==> src/source/bt_link_pkg.sv <==
package bt_link_pkg;

	// ----------------------------------------------------------
	// Payload types
	// ----------------------------------------------------------
	typedef logic [15:0] word_t;
	typedef logic [7:0] byte_t;

	typedef struct packed {
		logic start;           // Held high for the whole exchange
		logic expect_response; // Receive a CR LF terminated reply after sending
	} link_cmd_t;

	// ----------------------------------------------------------
	// Controller states
	// ----------------------------------------------------------
	typedef enum logic [2:0] {
		idle,
		wait_connect,
		load_byte,
		send_byte,
		receive,
		done
	} link_state_t;

	// FIFO depths must be powers of two
	localparam int TX_DEPTH = 16;
	localparam int RX_DEPTH = 32;

	localparam byte_t CHAR_CR = 8'h0D;
	localparam byte_t CHAR_LF = 8'h0A;

endpackage

==> src/source/uart_pkg.sv <==
package uart_pkg;

	// ----------------------------------------------------------
	// Bit timing
	// ----------------------------------------------------------
	localparam int CLOCKS_PER_BIT = 8; // Short bit time keeps simulation fast
	localparam int HALF_BIT = CLOCKS_PER_BIT / 2;
	localparam int CYCLE_W = $clog2(CLOCKS_PER_BIT);

	// ----------------------------------------------------------
	// 8N1 framing
	// ----------------------------------------------------------
	localparam int DATA_BITS = 8;
	localparam int FRAME_BITS = DATA_BITS + 2; // Start bit, data bits and stop bit
	localparam int BIT_W = $clog2(FRAME_BITS);

endpackage
==> src/source/bt_link_top.sv <==
`timescale 1ns/10ps

module bt_link_top (
	input logic clock,
	input logic reset,
	input logic word_valid_i,
	input bt_link_pkg::word_t word_i,
	output logic word_ready_o,
	output logic byte_valid_o,
	output bt_link_pkg::byte_t byte_o,
	input logic byte_ready_i,
	input bt_link_pkg::link_cmd_t cmd_i,
	output logic busy_o,
	input logic bt_state_i,
	output logic bt_enable_o,
	output logic txd_o,
	input logic rxd_i
);
	import bt_link_pkg::*;

	word_t fifo_word;
	logic fifo_word_valid;
	logic fifo_word_pop;
	byte_t tx_byte;
	logic tx_valid;
	logic tx_ready;
	byte_t rx_byte;
	logic rx_valid;
	logic rx_push;
	logic line_end;
	logic detect_clear;

	// ----------------------------------------------------------
	// Host side FIFOs
	// ----------------------------------------------------------
	sync_fifo #(.payload_t(word_t), .DEPTH(TX_DEPTH)) tx_fifo (
		.clock(clock), .reset(reset),
		.data_i(word_i), .valid_i(word_valid_i), .ready_o(word_ready_o),
		.data_o(fifo_word), .valid_o(fifo_word_valid), .ready_i(fifo_word_pop)
	);

	sync_fifo #(.payload_t(byte_t), .DEPTH(RX_DEPTH)) rx_fifo (
		.clock(clock), .reset(reset),
		.data_i(rx_byte), .valid_i(rx_push), .ready_o(), // Sized so it never fills
		.data_o(byte_o), .valid_o(byte_valid_o), .ready_i(byte_ready_i)
	);

	// ----------------------------------------------------------
	// Serial line and control
	// ----------------------------------------------------------
	uart_tx tx (
		.clock(clock), .reset(reset),
		.data_i(tx_byte), .valid_i(tx_valid), .ready_o(tx_ready), .txd_o(txd_o)
	);

	uart_rx rx (
		.clock(clock), .reset(reset),
		.rxd_i(rxd_i), .data_o(rx_byte), .valid_o(rx_valid)
	);

	line_end_detector detector (
		.clock(clock), .reset(reset),
		.byte_i(rx_byte), .strobe_i(rx_push), .clear_i(detect_clear), .line_end_o(line_end)
	);

	bt_link_controller controller (
		.clock(clock), .reset(reset),
		.cmd_i(cmd_i), .bt_state_i(bt_state_i),
		.word_i(fifo_word), .word_valid_i(fifo_word_valid), .word_ready_o(fifo_word_pop),
		.tx_data_o(tx_byte), .tx_valid_o(tx_valid), .tx_ready_i(tx_ready),
		.rx_valid_i(rx_valid), .rx_push_o(rx_push),
		.line_end_i(line_end), .detect_clear_o(detect_clear),
		.busy_o(busy_o), .bt_enable_o(bt_enable_o)
	);

endmodule

==> src/source/bt_link_controller.sv <==
`timescale 1ns/10ps

module bt_link_controller (
	input logic clock,
	input logic reset,
	input bt_link_pkg::link_cmd_t cmd_i,
	input logic bt_state_i,
	input bt_link_pkg::word_t word_i,
	input logic word_valid_i,
	output logic word_ready_o,
	output bt_link_pkg::byte_t tx_data_o,
	output logic tx_valid_o,
	input logic tx_ready_i,
	input logic rx_valid_i,
	output logic rx_push_o,
	input logic line_end_i,
	output logic detect_clear_o,
	output logic busy_o,
	output logic bt_enable_o
);
	import bt_link_pkg::*;

	link_state_t state;
	link_state_t next;
	logic high_sel;
	logic expect_q;
	logic tx_accept;
	logic active;

	// ----------------------------------------------------------
	// Outputs decoded from the state
	// ----------------------------------------------------------
	assign active = (state != idle) && (state != done);
	assign busy_o = active;
	assign bt_enable_o = active;
	assign tx_valid_o = (state == send_byte);
	assign tx_data_o = high_sel ? word_i[15:8] : word_i[7:0]; // High byte goes first
	assign tx_accept = tx_valid_o & tx_ready_i;
	assign word_ready_o = tx_accept & ~high_sel; // Pop once the low byte is taken
	assign rx_push_o = (state == receive) & rx_valid_i;
	assign detect_clear_o = (state == receive) & line_end_i;

	// ----------------------------------------------------------
	// Next state
	// ----------------------------------------------------------
	always_comb
	begin
		next = state;
		case (state)
			idle: if (cmd_i.start) next = wait_connect;
			wait_connect: if (bt_state_i) next = load_byte;
			load_byte:
			begin
				if (word_valid_i)
					next = send_byte;
				else if (tx_ready_i) // Let the last frame leave the line first
					next = expect_q ? receive : done;
			end
			send_byte: if (tx_ready_i) next = load_byte;
			receive: if (line_end_i) next = done;
			done: if (!cmd_i.start) next = idle;
			default: next = idle;
		endcase
	end

	always_ff @(posedge clock or posedge reset)
	begin
		if (reset)
		begin
			state <= idle;
			high_sel <= 1'b1;
		end
		else
		begin
			state <= next;
			if (state == idle)
				high_sel <= 1'b1;
			else if (tx_accept)
				high_sel <= ~high_sel;
		end
	end

	always_ff @(posedge clock)
	begin
		if (state == idle && cmd_i.start)
			expect_q <= cmd_i.expect_response;
	end

endmodule

==> src/source/line_end_detector.sv <==
`timescale 1ns/10ps

module line_end_detector (
	input logic clock,
	input logic reset,
	input bt_link_pkg::byte_t byte_i,
	input logic strobe_i,
	input logic clear_i,
	output logic line_end_o
);
	import bt_link_pkg::*;

	typedef enum logic [1:0] {beginning, found_cr, line_end} detect_state_t;

	detect_state_t state;

	assign line_end_o = (state == line_end);

	always_ff @(posedge clock or posedge reset)
	begin
		if (reset)
			state <= beginning;
		else if (clear_i)
			state <= beginning;
		else if (strobe_i && state != line_end) // End is held until cleared
		begin
			if (byte_i == CHAR_CR)
				state <= found_cr;
			else if (byte_i == CHAR_LF && state == found_cr)
				state <= line_end;
			else
				state <= beginning;
		end
	end

endmodule

==> src/source/sync_fifo.sv <==
`timescale 1ns/10ps

module sync_fifo #(
	parameter type payload_t = logic [7:0],
	parameter int DEPTH = 16
) (
	input logic clock,
	input logic reset,
	input payload_t data_i,
	input logic valid_i,
	output logic ready_o,
	output payload_t data_o,
	output logic valid_o,
	input logic ready_i
);
	// With a power of two depth the pointers wrap by overflow
	typedef logic [$clog2(DEPTH)-1:0] ptr_t;
	typedef logic [$clog2(DEPTH+1)-1:0] count_t;

	payload_t mem [DEPTH];
	ptr_t wr_ptr;
	ptr_t rd_ptr;
	count_t count;
	logic push;
	logic pop;

	assign ready_o = (count != count_t'(DEPTH));
	assign valid_o = (count != '0);
	assign data_o = mem[rd_ptr]; // Head of the queue shows while not empty
	assign push = valid_i & ready_o;
	assign pop = valid_o & ready_i;

	always_ff @(posedge clock or posedge reset)
	begin
		if (reset)
		begin
			wr_ptr <= '0;
			rd_ptr <= '0;
			count <= '0;
		end
		else
		begin
			if (push)
				wr_ptr <= wr_ptr + 1'b1;
			if (pop)
				rd_ptr <= rd_ptr + 1'b1;
			case ({push, pop})
				2'b10: count <= count + 1'b1;
				2'b01: count <= count - 1'b1;
				default: count <= count;
			endcase
		end
	end

	always_ff @(posedge clock)
	begin
		if (push)
			mem[wr_ptr] <= data_i;
	end

endmodule

==> src/source/uart_rx.sv <==
`timescale 1ns/10ps

module uart_rx (
	input logic clock,
	input logic reset,
	input logic rxd_i,
	output bt_link_pkg::byte_t data_o,
	output logic valid_o
);
	import uart_pkg::*;

	typedef enum logic [1:0] {rx_idle, rx_start, rx_data, rx_stop} rx_state_t;

	rx_state_t state;
	logic rxd_meta;
	logic rxd_sync;
	logic bit_end;
	logic half_end;
	logic [CYCLE_W-1:0] cycle_cnt;
	logic [BIT_W-1:0] bit_cnt;

	assign bit_end = (cycle_cnt == CYCLE_W'(CLOCKS_PER_BIT - 1));
	assign half_end = (cycle_cnt == CYCLE_W'(HALF_BIT - 1));

	always_ff @(posedge clock or posedge reset)
	begin
		if (reset)
		begin
			rxd_meta <= 1'b1;
			rxd_sync <= 1'b1;
		end
		else
		begin
			rxd_meta <= rxd_i;
			rxd_sync <= rxd_meta;
		end
	end

	always_ff @(posedge clock or posedge reset)
	begin
		if (reset)
		begin
			state <= rx_idle;
			cycle_cnt <= '0;
			bit_cnt <= '0;
			valid_o <= 1'b0;
		end
		else
		begin
			valid_o <= 1'b0;
			cycle_cnt <= cycle_cnt + 1'b1;
			case (state)
				rx_idle:
				begin
					cycle_cnt <= '0;
					if (!rxd_sync)
						state <= rx_start;
				end
				rx_start:
				begin
					if (half_end)
					begin
						cycle_cnt <= '0;
						bit_cnt <= '0;
						state <= rxd_sync ? rx_idle : rx_data; // A glitch is not a start bit
					end
				end
				rx_data:
				begin
					if (bit_end)
					begin
						cycle_cnt <= '0;
						bit_cnt <= bit_cnt + 1'b1;
						if (bit_cnt == BIT_W'(DATA_BITS - 1))
							state <= rx_stop;
					end
				end
				rx_stop:
				begin
					if (bit_end)
					begin
						state <= rx_idle;
						valid_o <= rxd_sync; // Framing error drops the byte
					end
				end
				default: state <= rx_idle;
			endcase
		end
	end

	always_ff @(posedge clock)
	begin
		if (state == rx_data && bit_end)
			data_o <= {rxd_sync, data_o[DATA_BITS-1:1]};
	end

endmodule

==> src/source/uart_tx.sv <==
`timescale 1ns/10ps

module uart_tx (
	input logic clock,
	input logic reset,
	input bt_link_pkg::byte_t data_i,
	input logic valid_i,
	output logic ready_o,
	output logic txd_o
);
	import uart_pkg::*;

	logic busy;
	logic accept;
	logic bit_end;
	logic [CYCLE_W-1:0] cycle_cnt;
	logic [BIT_W-1:0] bit_cnt;
	logic [DATA_BITS:0] shift_q; // Data bits with the stop bit above them

	assign ready_o = ~busy;
	assign accept = valid_i & ~busy;
	assign bit_end = (cycle_cnt == CYCLE_W'(CLOCKS_PER_BIT - 1));

	always_ff @(posedge clock or posedge reset)
	begin
		if (reset)
		begin
			busy <= 1'b0;
			cycle_cnt <= '0;
			bit_cnt <= '0;
			txd_o <= 1'b1;
		end
		else if (accept)
		begin
			busy <= 1'b1;
			cycle_cnt <= '0;
			bit_cnt <= '0;
			txd_o <= 1'b0; // Start bit begins on the next cycle
		end
		else if (busy)
		begin
			if (bit_end)
			begin
				cycle_cnt <= '0;
				if (bit_cnt == BIT_W'(FRAME_BITS - 1))
					busy <= 1'b0; // Stop bit finished and the line stays high
				else
				begin
					bit_cnt <= bit_cnt + 1'b1;
					txd_o <= shift_q[0];
				end
			end
			else
				cycle_cnt <= cycle_cnt + 1'b1;
		end
	end

	always_ff @(posedge clock)
	begin
		if (accept)
			shift_q <= {1'b1, data_i};
		else if (busy && bit_end)
			shift_q <= {1'b1, shift_q[DATA_BITS:1]}; // LSB first
	end

endmodule

==> config.mk <==
export PLATFORM = sky130hd
export DESIGN_NAME = bt_link_top
export DESIGN_NICKNAME = d
export VERILOG_FILES = /design/src/source/bt_link_pkg.sv /design/src/source/uart_pkg.sv /design/src/source/bt_link_top.sv /design/src/source/bt_link_controller.sv /design/src/source/line_end_detector.sv /design/src/source/sync_fifo.sv /design/src/source/uart_rx.sv /design/src/source/uart_tx.sv
export SDC_FILE = /design/constraint.sdc
export NUM_CORES = 1
export LEC_CHECK = 0
export BUFFER_PORTS_ARGS = -buffer_cell sky130_fd_sc_hd__buf_2
export CAP_MARGIN = 20
export CELL_PAD_IN_SITES_DETAIL_PLACEMENT = 1
export CELL_PAD_IN_SITES_GLOBAL_PLACEMENT = 1
export CORE_ASPECT_RATIO = 1.1
export CORE_MARGIN = 5
export CORE_UTILIZATION = 45
export CTS_CLUSTER_SIZE = 14
export DETAILED_ROUTE_END_ITERATION = 7
export PLACE_DENSITY_LB_ADDON = 0.1
export SYNTH_ARGS = -nofsm -noshare
export SYNTH_HDL_FRONTEND = slang
export SYNTH_SLANG_ARGS = --single-unit
==> constraint.sdc <==
create_clock -name clock -period 3.5 [get_ports clock]
set_input_delay 0.175 -clock clock [delete_from_list [all_inputs] [get_ports clock]]
set_output_delay 0.175 -clock clock [all_outputs]
set_load 0.02 [all_outputs]
==> flow_summary.ini <==
[setup_path]
timing_worst_setup_path_type = reg2out
r2r-start = controller.state[0]
r2r_slack_ns = 0.54
start_kind = flip-flop
cpMaxStageDelayCell = dfrtp_4
arrival_ns = 2.96
required_ns = 3.32
max_stage_delay_ns = 0.76
reg2regPathDepth = 10
timing.rr.end = rx_fifo.count[5]
cp_max_fo = 28
path_cells = buf_12 -> mux2i_1 -> a22o_1 -> nor3_1 -> a31oi_1 -> o221ai_1 -> buf_2
endpoint_kind = output pin

[power_and_ir_drop]
power_density_nw_per_um2 = 716.5
ir_worst_vdd_mv = 0.5412
finalPower_w = 0.01943
p_leak_nw = 9.214

[yosys]
syn_nets = 1438
yosysSeqAreaShare_pct = 72.56
netlist_area_um2 = 23830
yosysWarnings = 0
syn_inst = 1380
ys.flop_type = edfxtp_1
synthDistinctLibCells = 67
ys_ff_latch = 585
syn_avg_cell_area_um2 = 17.27
synthArstFlopShare_pct = 9.573
synth-edff-count = 529

[grt]
track_usage_pct = 18.88
grt_max_degree = 53
antenna_found_initial = 0
grt_overflow = 0
grt_pass1_vias = 13400
grt_pass1_wl_mm = 83.61

[timing]
slew_headroom_pct = 35.32
setup_tns_ns = 0
setup_viol = 0
hold_violations = 0
finalMaxSlewViolations = 0
finClkSkew_ns = 0.02157
tightest_slew_ns = 0.9682
timing.fmax_ghz = 0.3187
postLayoutSetupSlackWorst_ns = 0.3625
rsz0062_at_grt = no
layout_min_cycle_time_ns = 3.138
timing.final.crit_share_pct = 89.64

[cells_and_area]
nets = 1548
drive_above_1_share_pct = 18.39
layout_commonest_cell = edfxtp_1
area_delta_synth_final_pct = 13.78
final_cell_mix = edfxtp_1 (529), mux2i_1 (171), buf_4 (62), clkbuf_16 (61), nand2_1 (60)
diodes = 0
final_cells = 2214

[clock_network]
cts_inserted_buffers = 59
tritoncts = yes
clockRootBuffer = clkbuf_16
cts_sinks = 585
cts.htree.levels = 2
clk_pin_slew_ns = 0.06
clock_latency_ns = 0.61
clk_path_buf_depth = 3
cts_setup_buffers = 0

[floorplanning]
rows = 88
fp.dieH_um = 251.4
pin_count = 37
core-area_um2 = 52410
initial_core_util_pct = 45.47
dieArea_um2 = 57660
fp.dieW_um = 229.4

[detailed_routing]
drtPass1Iterations = 5
drt_iter0_drc = 751
routedWlPerCell_um = 24.52
vias_per_cell = 5.574
via_count = 12340
routed_wirelength_mm = 54.28
drc = 0
postRouteAntennaNets = 0

[worst_hold_path]
min_path_cells = 3
min-delay-start = byte_ready_i
hold_end = rx_fifo.rd_ptr[0]
worst_hold_path_type = in2reg

[place]
portBuffers = 36
gp_congestion = 0.7583
pre_cts_ws_ns = 0.5289
dp.cells = 2083
hpwl_mm = 33.72

[job]
drv_cap = 0

[run_status]
status = complete, no violations
## worst max-delay path by stage
stage                                 start               end  slack, ns  depth (start not counted)
final                     rx_fifo.rd_ptr[1]         byte_o[0]       0.36                          7
after global routing      rx_fifo.rd_ptr[0]         byte_o[4]       0.13                          5
after CTS                 rx_fifo.rd_ptr[0]         byte_o[4]       0.22                          5
after detailed placement   rx_fifo.count[0]  rx_fifo.count[5]       0.53                         10
after global placement     tx_fifo.count[2]  tx_fifo.count[4]       0.66                         12
after floorplan            tx_fifo.count[1]  tx_fifo.count[4]       0.61                         15
## cell families (layout without fill, tap and decap cells)
kind of cell	Yosys count	in the layout	share of synthesized area, %
AOI/OAI and AO/OA	187	187	5.550
xor gates and xnor gates	27	27	0.9924
adders and majority gates	34	34	1.817
buffers and inverters	96	255	2.179
DFF	585	585	72.57
muxes	227	227	12.29
and+or+nand+nor	224	224	4.610
## power by group
part           internal (W)  switching, W  leakage (nW)  total, W
logic               0.00198       0.00265          2.84   0.00463
registers           0.00813      0.000486          5.45   0.00861
clock network       0.00356       0.00262         0.922   0.00618
total                0.0137       0.00576          9.21    0.0194
## Yosys cell counts, types with 18 or more instances
| cell type | instances | area, um^2 |
|---|---|---|
| edfxtp_1 | 529 | 15890 |
| mux2i_1 | 171 | 1712 |
| nor2_1 | 63 | 236.5 |
| nand2_1 | 60 | 225.2 |
| a22oi_1 | 59 | 442.9 |
| dfrtp_1 | 52 | 1301 |
| mux4_2 | 52 | 1171 |
| ha_1 | 33 | 412.9 |
| buf_2 | 30 | 150.1 |
| a21oi_1 | 28 | 140.1 |
| o21ai_0 | 27 | 135.1 |
| inv_1 | 23 | 86.33 |
| nand3_1 | 23 | 115.1 |
| a22o_1 | 21 | 183.9 |
| clkbuf_1 | 18 | 67.56 |
## layout make-up
| class | instances | area, um^2 |
|---|---|---|
| Clock buffer | 81 | 1632 |
| Clock inverter | 29 | 266.5 |
| Fill cell | 4824 | 25300 |
| Inverter | 23 | 86.33 |
| Multi-Input combinational cell | 699 | 6068 |
| Sequential cell | 585 | 17300 |
| Tap cell | 675 | 844.6 |
| Timing Repair Buffer | 122 | 915.9 |
## what timing repair did
item,CTS,global route
hold buffers,21,0
hold endpoints to repair,294,0
gates resized for setup,0,0
## flip-flops by register name, indices dropped and copies added, names as in the netlist, 5 cells and up, named ones only
register	cells
tx_fifo.count	5
tx.shift_q	8
rx_fifo.wr_ptr	5
rx.data_o	8
rx_fifo.rd_ptr	5
rx_fifo.mem	256
rx_fifo.count	6
tx_fifo.mem	256
## worst max-delay path: cells and delay by family, from the launching register on
family | cells | cell delay, ns
compound gates | 3 | 0.52
buf+inv | 2 | 0.52
flops | 1 | 0.76
mux | 1 | 0.11
simple gates | 1 | 0.41
## metrics by stage
stage	hold slack [ns]	utilization [%]	instance area [um^2]
global placement	0.2803	47.71	25010
detailed placement	0.2896	47.71	25010
floorplan	0.1795	-	23830
finish	0.1096	51.73	27110
global route	0.09753	51.73	27110
CTS	0.08711	51.73	27110
## layer usage
metal	vias to the layer above	wire, um	global-route usage [%]
met2	184	28910	34.05
met3	66	1761	3.038
met4	0	1064	4.451
met5	-	0	0
li1	5641	-	-
met1	6449	22550	24.09
(Power assumes the default switching activity.)
